$ cat src/verilog/aes_pkg.sv
// shared AES-128 definitions
// widths, request and control structs, round constants
// GF(2^8) helpers and the S-box table function
package aes_pkg;

	////////////////////////////////////////////////////////////
	// widths
	////////////////////////////////////////////////////////////

	// one state byte
	typedef logic [7:0] byte_t;
	// one column or one key word
	typedef logic [31:0] word_t;
	// full state, column-major, w[0] in the top bits
	typedef logic [127:0] block_t;
	// round number 0 to 10
	typedef logic [3:0] round_t;

	// fixed by AES-128 (Nk = 4, Nb = 4)
	localparam int NUM_ROUNDS = 10;
	// one S-box cycle plus one update cycle
	localparam int ROUND_CYCLES = 2;
	// x^8 + x^4 + x^3 + x + 1 with the x^8 term dropped
	localparam byte_t AES_POLY = 8'h1b;

	// request on the input handshake
	typedef struct packed {
		block_t key;
		block_t plaintext;
	} aes_req_t;

	// sequencer to execute stage
	typedef struct packed {
		logic load;
		logic step;
		logic last;
		round_t round;
	} aes_ctrl_t;

	////////////////////////////////////////////////////////////
	// GF(2^8) arithmetic
	////////////////////////////////////////////////////////////

	// multiply by x, reduce when bit 7 falls out
	function automatic byte_t xtime(input byte_t b);
		return {b[6:0], 1'b0} ^ (b[7] ? AES_POLY : 8'h00);
	endfunction

	// shift-and-add product
	function automatic byte_t gf_mul(input byte_t a, input byte_t b);
		byte_t p;
		byte_t x;
		p = '0;
		x = a;
		for (int i = 0; i < 8; i++) begin
			if (b[i])
				p = p ^ x;
			x = xtime(x);
		end
		return p;
	endfunction

	// multiplicative inverse by search, then the affine transform
	// only used to fill the ROM at elaboration
	function automatic byte_t sbox_value(input byte_t a);
		byte_t inv;
		inv = '0;
		for (int i = 1; i < 256; i++) begin
			if (gf_mul(a, byte_t'(i)) == 8'h01)
				inv = byte_t'(i);
		end
		// b ^ rotl1 ^ rotl2 ^ rotl3 ^ rotl4 ^ 0x63
		return inv ^ {inv[6:0], inv[7]} ^ {inv[5:0], inv[7:6]}
			^ {inv[4:0], inv[7:5]} ^ {inv[3:0], inv[7:4]} ^ 8'h63;
	endfunction

	// Rcon[r] = {x^(r-1), 00, 00, 00}
	function automatic word_t rcon_word(input round_t r);
		byte_t rc;
		rc = 8'h01;
		// fixed bound so the loop unrolls
		for (int i = 2; i <= NUM_ROUNDS; i++) begin
			if (i <= int'(r))
				rc = xtime(rc);
		end
		return {rc, 24'h000000};
	endfunction

endpackage

$ cat src/verilog/aes_result.sv
// one-entry ciphertext buffer
// holds a finished block until the output side takes it
module aes_result
	import aes_pkg::*;
(
	input  logic   clk,
	input  logic   reset,
	input  logic   done_valid,
	output logic   done_ready,
	input  block_t next_state,
	output logic   out_valid,
	input  logic   out_ready,
	output block_t out_ciphertext
);

	logic   full_q;
	block_t data_q;
	logic   fill;

	// room when empty, or when the held block leaves on this edge
	assign done_ready = !full_q || out_ready;
	assign fill       = done_valid && done_ready;

	always_ff @(posedge clk) begin
		if (reset)
			full_q <= 1'b0;
		else if (fill)
			full_q <= 1'b1;
		// drain with nothing coming in
		else if (out_ready)
			full_q <= 1'b0;
	end

	always_ff @(posedge clk) begin
		if (fill)
			data_q <= next_state;
	end

	assign out_valid      = full_q;
	assign out_ciphertext = data_q;

endmodule

$ cat config.mk
export PLATFORM = sky130hd
export DESIGN_NAME = aes_result
export DESIGN_NICKNAME = d
export VERILOG_FILES = /design/src/verilog/aes_pkg.sv /design/src/verilog/aes_result.sv
export SDC_FILE = /design/constraint.sdc
export NUM_CORES = 1
export LEC_CHECK = 0
export BUFFER_PORTS_ARGS = -buffer_cell sky130_fd_sc_hd__buf_2
export CAP_MARGIN = 20
export CORE_AREA = 2 2 101 103
export CTS_BUF_LIST = sky130_fd_sc_hd__clkbuf_16
export DETAILED_ROUTE_END_ITERATION = 6
export DIE_AREA = 0 0 103 105
export HOLD_SLACK_MARGIN = 0.03
export PLACE_DENSITY_LB_ADDON = 0.2
export SLEW_MARGIN = 20
export SYNTH_ARGS = -nofsm -noshare
export SYNTH_HDL_FRONTEND = slang
export SYNTH_SLANG_ARGS = --single-unit
$ cat constraint.sdc
create_clock -name clk -period 2.5 [get_ports clk]
set_input_delay 0.5 -clock clk [delete_from_list [all_inputs] [get_ports clk]]
set_output_delay 0.5 -clock clk [all_outputs]
set_load 0.05 [all_outputs]
==> flow_summary.ini <==
[drt]
wl_per_cell_um = 15.4
drtIter0Drc = 58
drc = 0
top_layer = met5
drtAntennaViolNets = 0
met3_length_um = 1280
met1Wirelength_um = 2810
drtPass1Iterations = 4
wirelength_um = 8650
route.met2.wl_um = 4290
avgViaCountPerCell = 4.25
vias = 2386

[clock_tree]
cts_buffers = 17
cts.sink_count = 129
cts_hold_repair.buffers = 0
clock_latency_ps = 400
post_cts_buffers = 0
cts_resized = 0
cts_max_path_buffers = 2
htree_levels = 4
root_buffer = clkbuf_16
clk_pin_slew_ps = 50
cts_tree = built

[layout]
antenna_cells = 0
postLayoutCellArea_um2 = 6040
area_delta_synth_final_pct = 54.8
fill_cells = 756
layout-drive-gt1-share = 0.680
instances_no_fill = 561
nNetsFinal = 547

[timing]
holdWs_ps = 252
slew_headroom = 0.746
worstMarginPinSlew_ps = 381
tns_ps = 0
slew_violations = 0
min_period_over_period = 0.628
clock.fmax_mhz = 637
final.min_clock_period_ps = 1570
rsz0062_at_grt = no
skew_ps = 5.51
setup_viol = 0
finalHoldViolCount = 0

[floorplan]
fp.dieArea_um2 = 10800
initial_core_util = 0.404
die_width_um = 103
io_pins = 262
die_height_um = 105
coreArea_um2 = 9640
rows = 36

[synthesis]
synth_edf_count = 128
yosysTopAreaCellShare = 0.986
yosysWarningCount = 0
synthTopCellsByArea = edfxtp_1, dfxtp_1, nand2b_4
synth_cell_type_count = 6
ys.flop_type = edfxtp_1
synth_area_per_cell_um2 = 29.3
netlist_area_um2 = 3900
seq_area_frac_synth = 0.991
synth.most_common_cell = edfxtp_1
synth_cells = 133
async_flop_share = 0
synth_largest_area_cell = edfxtp_1
ys_seq_elements = 129
synth_nets = 265

[setup_path]
end_kind = output pin
reg2reg_from = out_valid
crit_type = flip-flop to output pin
critical_path_arrival_ps = 1070
required_ps = 2000
startpoint = out_valid
start_kind = flip-flop
crit_fanout = 3

[grt]
antenna_found_initial = 2
grt_pass1_vias = 2471
grt_pass1_wl_um = 12500
grt_max_degree = 73
grt-ovfl-total = 0
grt_usage = 0.161

[place]
place_inst = 529
portBuffers = 261
placed_area_um2 = 5410
place_congestion = 0.741

[run]
cap_violations = 0

[outcome]
status = complete, no violations

[worst_hold_path]
hold_path.class = primary input to flip-flop
hold_start = reset

[power_and_ir_drop]
power_leakage_nw = 2.61
ir_drop_mv = 0.515
p_per_area_nw_per_um2 = 965
## state kept, by name, indices dropped and copies added, names as in the netlist
signal and count:
out_ciphertext 128, out_valid 1
## per-layer routing
layer / GRT usage / vias up
li1: - / 1108
met1: 0.151 / 1077
met2: 0.256 / 177
met3: 0.113 / 22
met4: 0.0865 / 2
met5: 0 / -
## critical path, cell delays in order, from the launching register on
cell,delay (ps)
dfxtp_1,330
nand2b_4,80
buf_2,260
## kinds of logic (layout without fill, tap and decap cells)
family / count (synthesis) / after routing / share of synthesized area
AO/OA/AOI/OAI: 1 / 1 / 0.00225
buffers and inverters: 1 / 296 / 0.000962
flip-flops: 129 / 129 / 0.991
AND/OR/NAND/NOR: 2 / 2 / 0.00578
## stage by stage
stage / utilization / setup WS, ps / total power [mW]
floorplan: - / 350 / 3.09
global placement: 0.561 / 928 / 3.32
detailed placement: 0.561 / 907 / 3.33
CTS: 0.626 / 903 / 5.89
global route: 0.626 / 882 / 6.01
finish: 0.626 / 931 / 5.83
## final cells by class
class                   count  area (µm²)  share of cell area
clock buffers              17         425              0.0705
repair buffers            263        1350               0.223
well taps                 133         166              0.0276
flip-flops and latches    129        3860               0.640
clock inverters            15         199              0.0330
inverters                   1        3.75            0.000622
multi-input cells           3        31.3             0.00518
## worst paths after layout
check | cells after the start | end | slack, ps
hold / removal | 2 | out_valid | 250
setup reg to reg | 3 | out_ciphertext[20] | 1210
hold reg to reg | 2 | out_valid | 500
setup / recovery | 2 | done_ready | 930
## where the power goes
group	total, mW	internal [mW]	leakage [nW]	switching [mW]
combinational	0.715	0.161	1.06	0.554
sequential	2.56	2.53	1.25	0.0268
clock	2.55	1.74	0.299	0.811
## placed cells by master (no fill, tap or decap), drive strengths merged
master,netlist,routed
inv,1,3
clkinvlp,0,3
bufinv,0,5
edfxtp,128,128
clkbuf,0,17
nand2b,1,1
and2,1,1
dfxtp,1,1
clkinv,0,5
buf,0,263
a21oi,1,1
No activity file was read; power rests on OpenSTA's default activity.
