### src/verilog/aes_pkg.sv
// shared AES-128 definitions
// widths, request and control structs, round constants
// GF(2^8) helpers and the S-box table function
package aes_pkg;

	////////////////////////////////////////////////////////////
	// widths
	////////////////////////////////////////////////////////////

	// one state byte
	typedef logic [7:0] byte_t;
	// one column or one key word
	typedef logic [31:0] word_t;
	// full state, column-major, w[0] in the top bits
	typedef logic [127:0] block_t;
	// round number 0 to 10
	typedef logic [3:0] round_t;

	// fixed by AES-128 (Nk = 4, Nb = 4)
	localparam int NUM_ROUNDS = 10;
	// one S-box cycle plus one update cycle
	localparam int ROUND_CYCLES = 2;
	// x^8 + x^4 + x^3 + x + 1 with the x^8 term dropped
	localparam byte_t AES_POLY = 8'h1b;

	// request on the input handshake
	typedef struct packed {
		block_t key;
		block_t plaintext;
	} aes_req_t;

	// sequencer to execute stage
	typedef struct packed {
		logic load;
		logic step;
		logic last;
		round_t round;
	} aes_ctrl_t;

	////////////////////////////////////////////////////////////
	// GF(2^8) arithmetic
	////////////////////////////////////////////////////////////

	// multiply by x, reduce when bit 7 falls out
	function automatic byte_t xtime(input byte_t b);
		return {b[6:0], 1'b0} ^ (b[7] ? AES_POLY : 8'h00);
	endfunction

	// shift-and-add product
	function automatic byte_t gf_mul(input byte_t a, input byte_t b);
		byte_t p;
		byte_t x;
		p = '0;
		x = a;
		for (int i = 0; i < 8; i++) begin
			if (b[i])
				p = p ^ x;
			x = xtime(x);
		end
		return p;
	endfunction

	// multiplicative inverse by search, then the affine transform
	// only used to fill the ROM at elaboration
	function automatic byte_t sbox_value(input byte_t a);
		byte_t inv;
		inv = '0;
		for (int i = 1; i < 256; i++) begin
			if (gf_mul(a, byte_t'(i)) == 8'h01)
				inv = byte_t'(i);
		end
		// b ^ rotl1 ^ rotl2 ^ rotl3 ^ rotl4 ^ 0x63
		return inv ^ {inv[6:0], inv[7]} ^ {inv[5:0], inv[7:6]}
			^ {inv[4:0], inv[7:5]} ^ {inv[3:0], inv[7:4]} ^ 8'h63;
	endfunction

	// Rcon[r] = {x^(r-1), 00, 00, 00}
	function automatic word_t rcon_word(input round_t r);
		byte_t rc;
		rc = 8'h01;
		// fixed bound so the loop unrolls
		for (int i = 2; i <= NUM_ROUNDS; i++) begin
			if (i <= int'(r))
				rc = xtime(rc);
		end
		return {rc, 24'h000000};
	endfunction

endpackage

### src/verilog/aes_sequencer.sv
// round sequencer
// request acceptance, IDLE/SUB/MIX state machine, round counter
module aes_sequencer
	import aes_pkg::*;
(
	input  logic      clk,
	input  logic      reset,
	input  logic      in_valid,
	output logic      in_ready,
	output aes_ctrl_t ctrl,
	output logic      done_valid,
	input  logic      done_ready
);

	// SUB: S-boxes register, MIX: state and key update
	typedef enum logic [1:0] {
		IDLE,
		SUB,
		MIX
	} seq_state_t;

	seq_state_t state_q;
	seq_state_t state_d;
	round_t     round_q;
	logic       accept;
	logic       last;
	logic       step;

	////////////////////////////////////////////////////////////
	// control decode
	////////////////////////////////////////////////////////////

	// only take a new block when nothing is in the rounds
	assign in_ready = (state_q == IDLE);
	assign accept   = in_valid && in_ready;
	assign last     = (round_q == round_t'(NUM_ROUNDS));

	// final round waits until the result buffer can take it
	assign step       = (state_q == MIX) && (!last || done_ready);
	assign done_valid = step && last;

	assign ctrl.load  = accept;
	assign ctrl.step  = step;
	assign ctrl.last  = last;
	assign ctrl.round = round_q;

	////////////////////////////////////////////////////////////
	// state machine
	////////////////////////////////////////////////////////////

	always_comb begin
		state_d = state_q;
		case (state_q)
			IDLE: if (accept) state_d = SUB;
			SUB:  state_d = MIX;
			// stall here on back-pressure in round 10
			MIX:  if (step) state_d = last ? IDLE : SUB;
			default: state_d = IDLE;
		endcase
	end

	always_ff @(posedge clk) begin
		if (reset) begin
			state_q <= IDLE;
			round_q <= '0;
		end else begin
			state_q <= state_d;
			// rounds count 1 to NUM_ROUNDS
			if (accept)
				round_q <= round_t'(1);
			else if (step && !last)
				round_q <= round_q + round_t'(1);
		end
	end

endmodule

### config.mk
export PLATFORM = sky130hd
export DESIGN_NAME = aes_sequencer
export DESIGN_NICKNAME = d
export VERILOG_FILES = /design/src/verilog/aes_pkg.sv /design/src/verilog/aes_sequencer.sv
export SDC_FILE = /design/constraint.sdc
export NUM_CORES = 1
export LEC_CHECK = 0
export ABC_AREA = 1
export BUFFER_PORTS_ARGS = -buffer_cell sky130_fd_sc_hd__buf_2
export CELL_PAD_IN_SITES_DETAIL_PLACEMENT = 0
export CELL_PAD_IN_SITES_GLOBAL_PLACEMENT = 1
export CORE_AREA = 3 3 40 42
export CTS_CLUSTER_SIZE = 30
export DETAILED_ROUTE_END_ITERATION = 16
export DIE_AREA = 0 0 43 45
export PLACE_DENSITY_LB_ADDON = 0.3
export SYNTH_ARGS = -nofsm -noshare
export SYNTH_HDL_FRONTEND = slang
export SYNTH_SLANG_ARGS = --single-unit
### constraint.sdc
create_clock -name clk -period 1.6 [get_ports clk]
set_input_delay 0.24 -clock clk [delete_from_list [all_inputs] [get_ports clk]]
set_output_delay 0.24 -clock clk [all_outputs]
set_load 0.03 [all_outputs]
==> impl_metrics.yaml, run 1 <==
drt:
  drt-pass1-iter-count: 4
  vias: 378
  via_per_inst: 4.25
  routedWlPerCell_um: 8.88
  drt_wl_total_um: 790
  drtAntennaViolNets: 0
  drt_first_iter_violations: 7
  route.detailed.drc: 0
synthesis:
  synth_fa_ha_area_frac: 0.0662
  netlist_area_um2: 378
  synth_cells: 59
  synth_compound_area_frac: 0.0795
  synth-seq-cells: 6
  synth-seq-area-share: 0.318
  avgSynthCellArea_um2: 6.40
  synth_xor_area_frac: 0
  synth_simple_gate_area_frac: 0.328
  yosysWarnings: 0
  synth_cell_types: 14
  synth_top_family_by_area: "simple AND/OR/NAND/NOR gates"
  synth.area.mux_share: 0
  synth_nets: 65
min_path:
  hold_path_depth: 2
  hp-start: "reset"
  hold_path.class: "in -> reg"
  hold-path-endpoint: "round_q[0]$_SDFFE_PP0P_"
worst_setup_path:
  timing.rr.start: "round_q[0]$_SDFFE_PP0P_"
  reg2reg_slack_ns: 0.46
  critPathKind: "reg -> out"
  worst_setup_path_start_kind: "flop"
  cp.arrival_ns: 1.27
  required_ns: 1.36
  rr_endpoint: "round_q[2]$_SDFFE_PP0P_"
  max_stage_delay_ns: 0.32
  critPathLaunch: "round_q[0]$_SDFFE_PP0P_"
  cp_cell_sequence: "inv_2 > ha_4 > nand2_2 > nor2_4 > a21oi_2 > nand2_1 > inv_1 > buf_6"
  cp_max_fo: 4
  cp_slowest_cell: "dfxtp_2"
  crit_path_end_kind: "output port"
  worst_r2r_path_depth: 8
grt:
  grt_pass1_vias: 318
  grt_max_degree: 7
  grt.overflow.total: 0
  track_usage: 0.0850
  grt_pass1_wl_mm: 1.21
  antenna_found_initial: 0
clock_tree:
  numCtsBuffers: 3
  clockBufferDepth: 2
  cts_tree: "built"
  hold_buffers: 0
  cts-root-buf: "clkbuf_4"
  path_clk_slew_ns: 0.05
  htreeDepth: 1
  clock-sinks: 6
  clock_latency_ns: 0.24
place:
  gp_congestion: 0.720
  place_area_um2: 450
  portBuffers: 12
  dp_hpwl_um: 654
timing:
  setup_viol: 0
  period_needed_ns: 1.51
  worstMarginPinSlew_ns: 0.275
  slew_viol_final: 0
  max_freq_mhz: 661
  timing.final.crit_share: 0.946
  maxSlewHeadroom: 0.816
  hold_viol: 0
  fin_worst_skew_ns: 0.00303
cells_and_area:
  multi_input_area_um2: 203
  num-fill-cells: 150
  seqCellArea_um2: 121
  drive_gt1_frac: 0.378
  synthToLayoutAreaGrowth_pct: 35.1
  final_area_um2: 510
  fin_nets: 82
  diodes: 0
die:
  start_util: 0.294
  io_pins: 13
  fp.dieW_um: 43
  coreArea_um2: 1280
  die_area_um2: 1940
  rows: 13
  die_y_um: 45
pwr:
  peakVddDrop_uv: 313
  power_w: 0.000376
  power_leakage_nw: 0.288
  cellPowerDensity_nw_per_um2: 736
outcome:
  status: "finished, final reports clean"
job:
  maxCapViolCount: 0
## stage by stage
step | utilization | worst slack (ns) | hold slack, ns | instances | TNS [ns]
after detailed placement | 0.351 | 0.211 | 0.429 | 85 | 0
after global routing | 0.397 | -0.00410 | 0.173 | 89 | -0.00410
after global placement | 0.351 | 0.234 | 0.429 | 85 | 0
after CTS | 0.373 | 0.0143 | 0.174 | 88 | 0
after floorplan | - | 0.0807 | 0.302 | 59 | 0
final | 0.397 | 0.0865 | 0.178 | 89 | 0
## cells by family (layout without fill, tap and decap cells)
family / after synthesis / in the layout
and+or+nand+nor: 27 / 27
buffers and inverters: 18 / 33
AOI/OAI and AO/OA: 6 / 6
DFF: 6 / 6
adders and majority gates: 2 / 2
## power by group
| part | switching (W) | internal [W] | total [W] |
|---|---|---|---|
| combinational | 0.0000498 | 0.0000274 | 0.0000772 |
| clock | 0.0000509 | 0.0000846 | 0.000135 |
| sequential | 0.00000616 | 0.000157 | 0.000163 |
## cell usage after synthesis (all sizes together)
cell   instances  area, um^2
nand3          4        20.0
inv           15        56.3
nand4          2        12.5
ha             2        25.0
a21oi          5        25.0
nor2           4        25.0
o21ai          1        5.00
dfxtp          6         120
nand2         17        66.3
buf            3        22.5
## worst max-delay path, delay by kind of cell (launching register included)
kind | cells | cell delay, ns
AOI/OAI and AO/OA | 1 | 0.15
adders and majority gates | 1 | 0.15
buffers and inverters | 3 | 0.23
DFF | 1 | 0.32
and+or+nand+nor | 3 | 0.18
## routing by layer
layer	vias to the layer above	global-route usage	wire (um)
met3	0	0.0239	59
li1	206	-	-
met1	162	0.101	350
met2	10	0.126	381
met5	-	0	0
met4	0	0.0723	0
## state kept, by name, indices dropped and copies added, names as in the netlist
register  flops
state_q       2
round_q       4
## area by class of cell
cell class / count / share of cell area
repair buffers: 15 / 0.174
clock buffers: 3 / 0.0441
well taps: 15 / 0.0368
multi-input cells: 35 / 0.397
flip-flops and latches: 6 / 0.238
inverters: 15 / 0.110
## worst max-delay path by stage
stage,to,slack (ns),cells past startpoint
2_1_floorplan,done_valid,0.08,7
3_3_place_gp,done_valid,0.23,8
3_5_place_dp,done_valid,0.21,8
4_1_cts,done_valid,0.01,8
5_1_grt,done_valid,-0.004,8
6_report,done_valid,0.09,8
## timing repair
item / in CTS / in global routing
resized for setup: 2 / 6
setup buffers: 0 / 1
endpoints found under the setup margin: 1 / 2
cloned: 0 / 0
pin swaps: 0 / 2
## cell usage in the layout, fill, tap and decap left out
cell type,synthesis,final
nor2_1,2,2
ha_1,2,1
nand2_2,1,2
buf_4,3,3
ha_4,0,1
nor2_4,1,2
o21ai_0,1,1
nand4_1,2,2
buf_2,0,11
inv_2,2,3
a21oi_1,5,4
dfxtp_2,0,1
buf_6,0,1
dfxtp_1,6,5
clkbuf_4,0,3
inv_1,13,12
nand2_1,16,15
a21oi_2,0,1
nand3_1,4,4
No activity file was read; power rests on OpenSTA's default activity.
==> run 2: changes to the inputs <==
--- a/config.mk
+++ b/config.mk
@@ -9,10 +9,11 @@
 export BUFFER_PORTS_ARGS = -buffer_cell sky130_fd_sc_hd__buf_2
 export CELL_PAD_IN_SITES_DETAIL_PLACEMENT = 0
 export CELL_PAD_IN_SITES_GLOBAL_PLACEMENT = 1
-export CORE_AREA = 3 3 40 42
+export CORE_MARGIN = 3
+export CORE_UTILIZATION = 27
 export CTS_CLUSTER_SIZE = 30
 export DETAILED_ROUTE_END_ITERATION = 16
-export DIE_AREA = 0 0 43 45
+export MAX_ROUTING_LAYER = met4
 export PLACE_DENSITY_LB_ADDON = 0.3
 export SYNTH_ARGS = -nofsm -noshare
 export SYNTH_HDL_FRONTEND = slang
==> constraint.sdc (replaced) <==
create_clock -name clk -period 1.3 [get_ports clk]
set_input_delay 0.195 -clock clk [delete_from_list [all_inputs] [get_ports clk]]
set_output_delay 0.195 -clock clk [all_outputs]
set_load 0.03 [all_outputs]
==> run 2 against run 1 <==
  * The run now ends with negative setup slack left
  * Total power is 33% higher
  * Cell count is 5.6% higher
  * Via count is 7.7% higher
  * Count of clock-buffer cells in the layout grew 1
  * Clock skew is 0.0046 ns higher
  * Non-clock buffer count is 5 higher
  * Combinational power increased by 40%
  * Largest cell class unchanged
  * Highest routed layer is now met4
==> impl_metrics.yaml, run 2 (same netlist as run 1, synthesis figures left out) <==
cells_and_area:
  final_cell_mix: "nand2_1, inv_1, buf_2, buf_4"
  reg.largest.list: "round_q (4), state_q (2)"
  final_common_cell: "nand2_1"
  regMostFlops: "round_q"
  drive_gt1_frac: 0.475
  synthToLayoutAreaGrowth_pct: 53.6
  layoutNonFillerInstCount: 94
  diodes: 0
  largest_reg_flops: 4
  fin_nets: 87
timing:
  timing.final.crit_share: 1.12
  setup_viol: 3
  setup_slack_ns: -0.151
  setup_tns_ns: -0.359
  hold_viol: 0
  max_freq_mhz: 689
  worstMarginPinSlew_ns: 0.274
  grt_setup_unrepaired: "true"
  slew_viol_final: 0
  period_needed_ns: 1.45
  fin_worst_skew_ns: 0.00761
  maxSlewHeadroom: 0.817
worst_setup_path:
  cp_max_fo: 4
  worst_setup_path_start_kind: "flop"
  crit_buf_inv: 3
  cp_slowest_cell: "dfxtp_4"
  critPathKind: "reg -> out"
  crit_family: "flip-flops"
  required_ns: 1.11
  cp_cell_sequence: "inv_4 > ha_4 > nand2_4 > nor2_4 > a21oi_2 > nand2_1 > inv_2 > buf_6"
  max_stage_delay_ns: 0.35
  crit_path_end_kind: "output port"
  timing.rr.start: "round_q[0]$_SDFFE_PP0P_"
  critPathLaunch: "round_q[0]$_SDFFE_PP0P_"
  cp.arrival_ns: 1.26
grt:
  grt_max_degree: 7
  antenna_found_initial: 0
  track_usage: 0.103
  grt_pass1_vias: 329
  grt.overflow.total: 0
  grt_pass1_wl_mm: 1.40
place:
  gp_congestion: 0.702
  dp_hpwl_um: 650
  portBuffers: 12
  dp_cells: 86
pwr:
  switching_share: 0.291
  cellPowerDensity_nw_per_um2: 860
  comb_power_share: 0.217
  p_sw_w: 0.000145
  power_w: 0.000500
  power_leakage_nw: 0.332
  peakVddDrop_uv: 537
  intPower_w: 0.000354
  pwr-share-seq: 0.405
  clkPwrFrac: 0.378
clock_tree:
  hold_buffers: 0
  numCtsBuffers: 3
  cts-root-buf: "clkbuf_4"
  htreeDepth: 1
  clockBufferDepth: 2
  clock_latency_ns: 0.25
  path_clk_slew_ns: 0.05
  cts_tree: "built"
  clock-sinks: 6
die:
  rows: 12
  fp.dieW_um: 43.4
  die_y_um: 43.4
  io_pins: 13
  die_area_um2: 1880
  start_util: 0.315
  coreArea_um2: 1200
min_path:
  hp-start: "reset"
  hold_path.class: "in -> reg"
drt:
  vias: 407
  drt_first_iter_violations: 2
  routedWlPerCell_um: 8.48
  route.detailed.drc: 0
  drt-pass1-iter-count: 4
  drtAntennaViolNets: 0
  via_per_inst: 4.33
  drt_wl_total_um: 797
outcome:
  status: "finished with violations"
  violations: "negative setup slack"
job:
  maxCapViolCount: 0
==> run 2: changes by cell type in the layout (fill, tap and decap cells not counted), moves of 2 or more <==
cell	delta
buf_4	+5
buf_2	-2
buf_6	+2
dfxtp_1	-2
==> run 2: worst register-to-register path, cell delays in order, from the launching register on <==
cell and delay [ns]:
dfxtp_4 0.35, buf_4 0.12, buf_4 0.14, ha_1 0.21, nand4_1 0.09, inv_1 0.04, nor2_1 0.07, nand2_1 0.05
inv_1 0.04
==> run 2: path summary, 6_finish.rpt <==
check	slack, ns	cells past startpoint	endpoint
setup reg to reg	0.12	8	round_q[2]$_SDFFE_PP0P_
hold reg to reg	0.51	2	state_q[1]$_SDFFE_PP0P_
hold / removal	0.13	2	round_q[0]$_SDFFE_PP0P_
setup / recovery	-0.15	8	done_valid
==> run 2: layout make-up <==
type / instances / area [um^2]
fill: 132 / 621
multi-input combinational: 35 / 213
timing repair buffer: 20 / 139
sequential: 6 / 126
inverter: 15 / 58.8
clock buffer: 4 / 26.3
tap: 14 / 17.5
==> run 2: layer usage <==
layer,part of all wire,GRT usage
met5,0,-
met4,0.019,0.0542
met3,0.094,0.0373
met2,0.40,0.136
met1,0.49,0.135
==> run 2: per-stage QoR <==
stage,setup WS (ns),util,hold WS (ns),cell area [um^2]
2_1_floorplan,-0.0313,-,0.254,389
3_3_place_gp,-0.0200,0.395,0.380,474
3_5_place_dp,-0.0385,0.395,0.380,474
4_1_cts,-0.179,0.460,0.121,553
5_1_grt,-0.257,0.483,0.126,581
6_report,-0.151,0.483,0.125,581
==> run 2: power groups by stage <==
| stage | Sequential [W] | Clock, W | Combinational [W] |
|---|---|---|---|
| global route | 0.000203 | 0.000216 | 0.000122 |
| floorplan | 0.000213 | 0 | 0.0000569 |
| finish | 0.000202 | 0.000189 | 0.000108 |
| CTS | 0.000200 | 0.000195 | 0.0000948 |
| global placement | 0.000203 | 0 | 0.0000914 |
| detailed placement | 0.000203 | 0 | 0.0000915 |
==> run 2: what timing repair did <==
action | CTS | global route
resized for setup | 10 | 6
endpoints found under the setup margin | 3 | 4
pin swaps | 4 | 2
setup buffers | 2 | 2
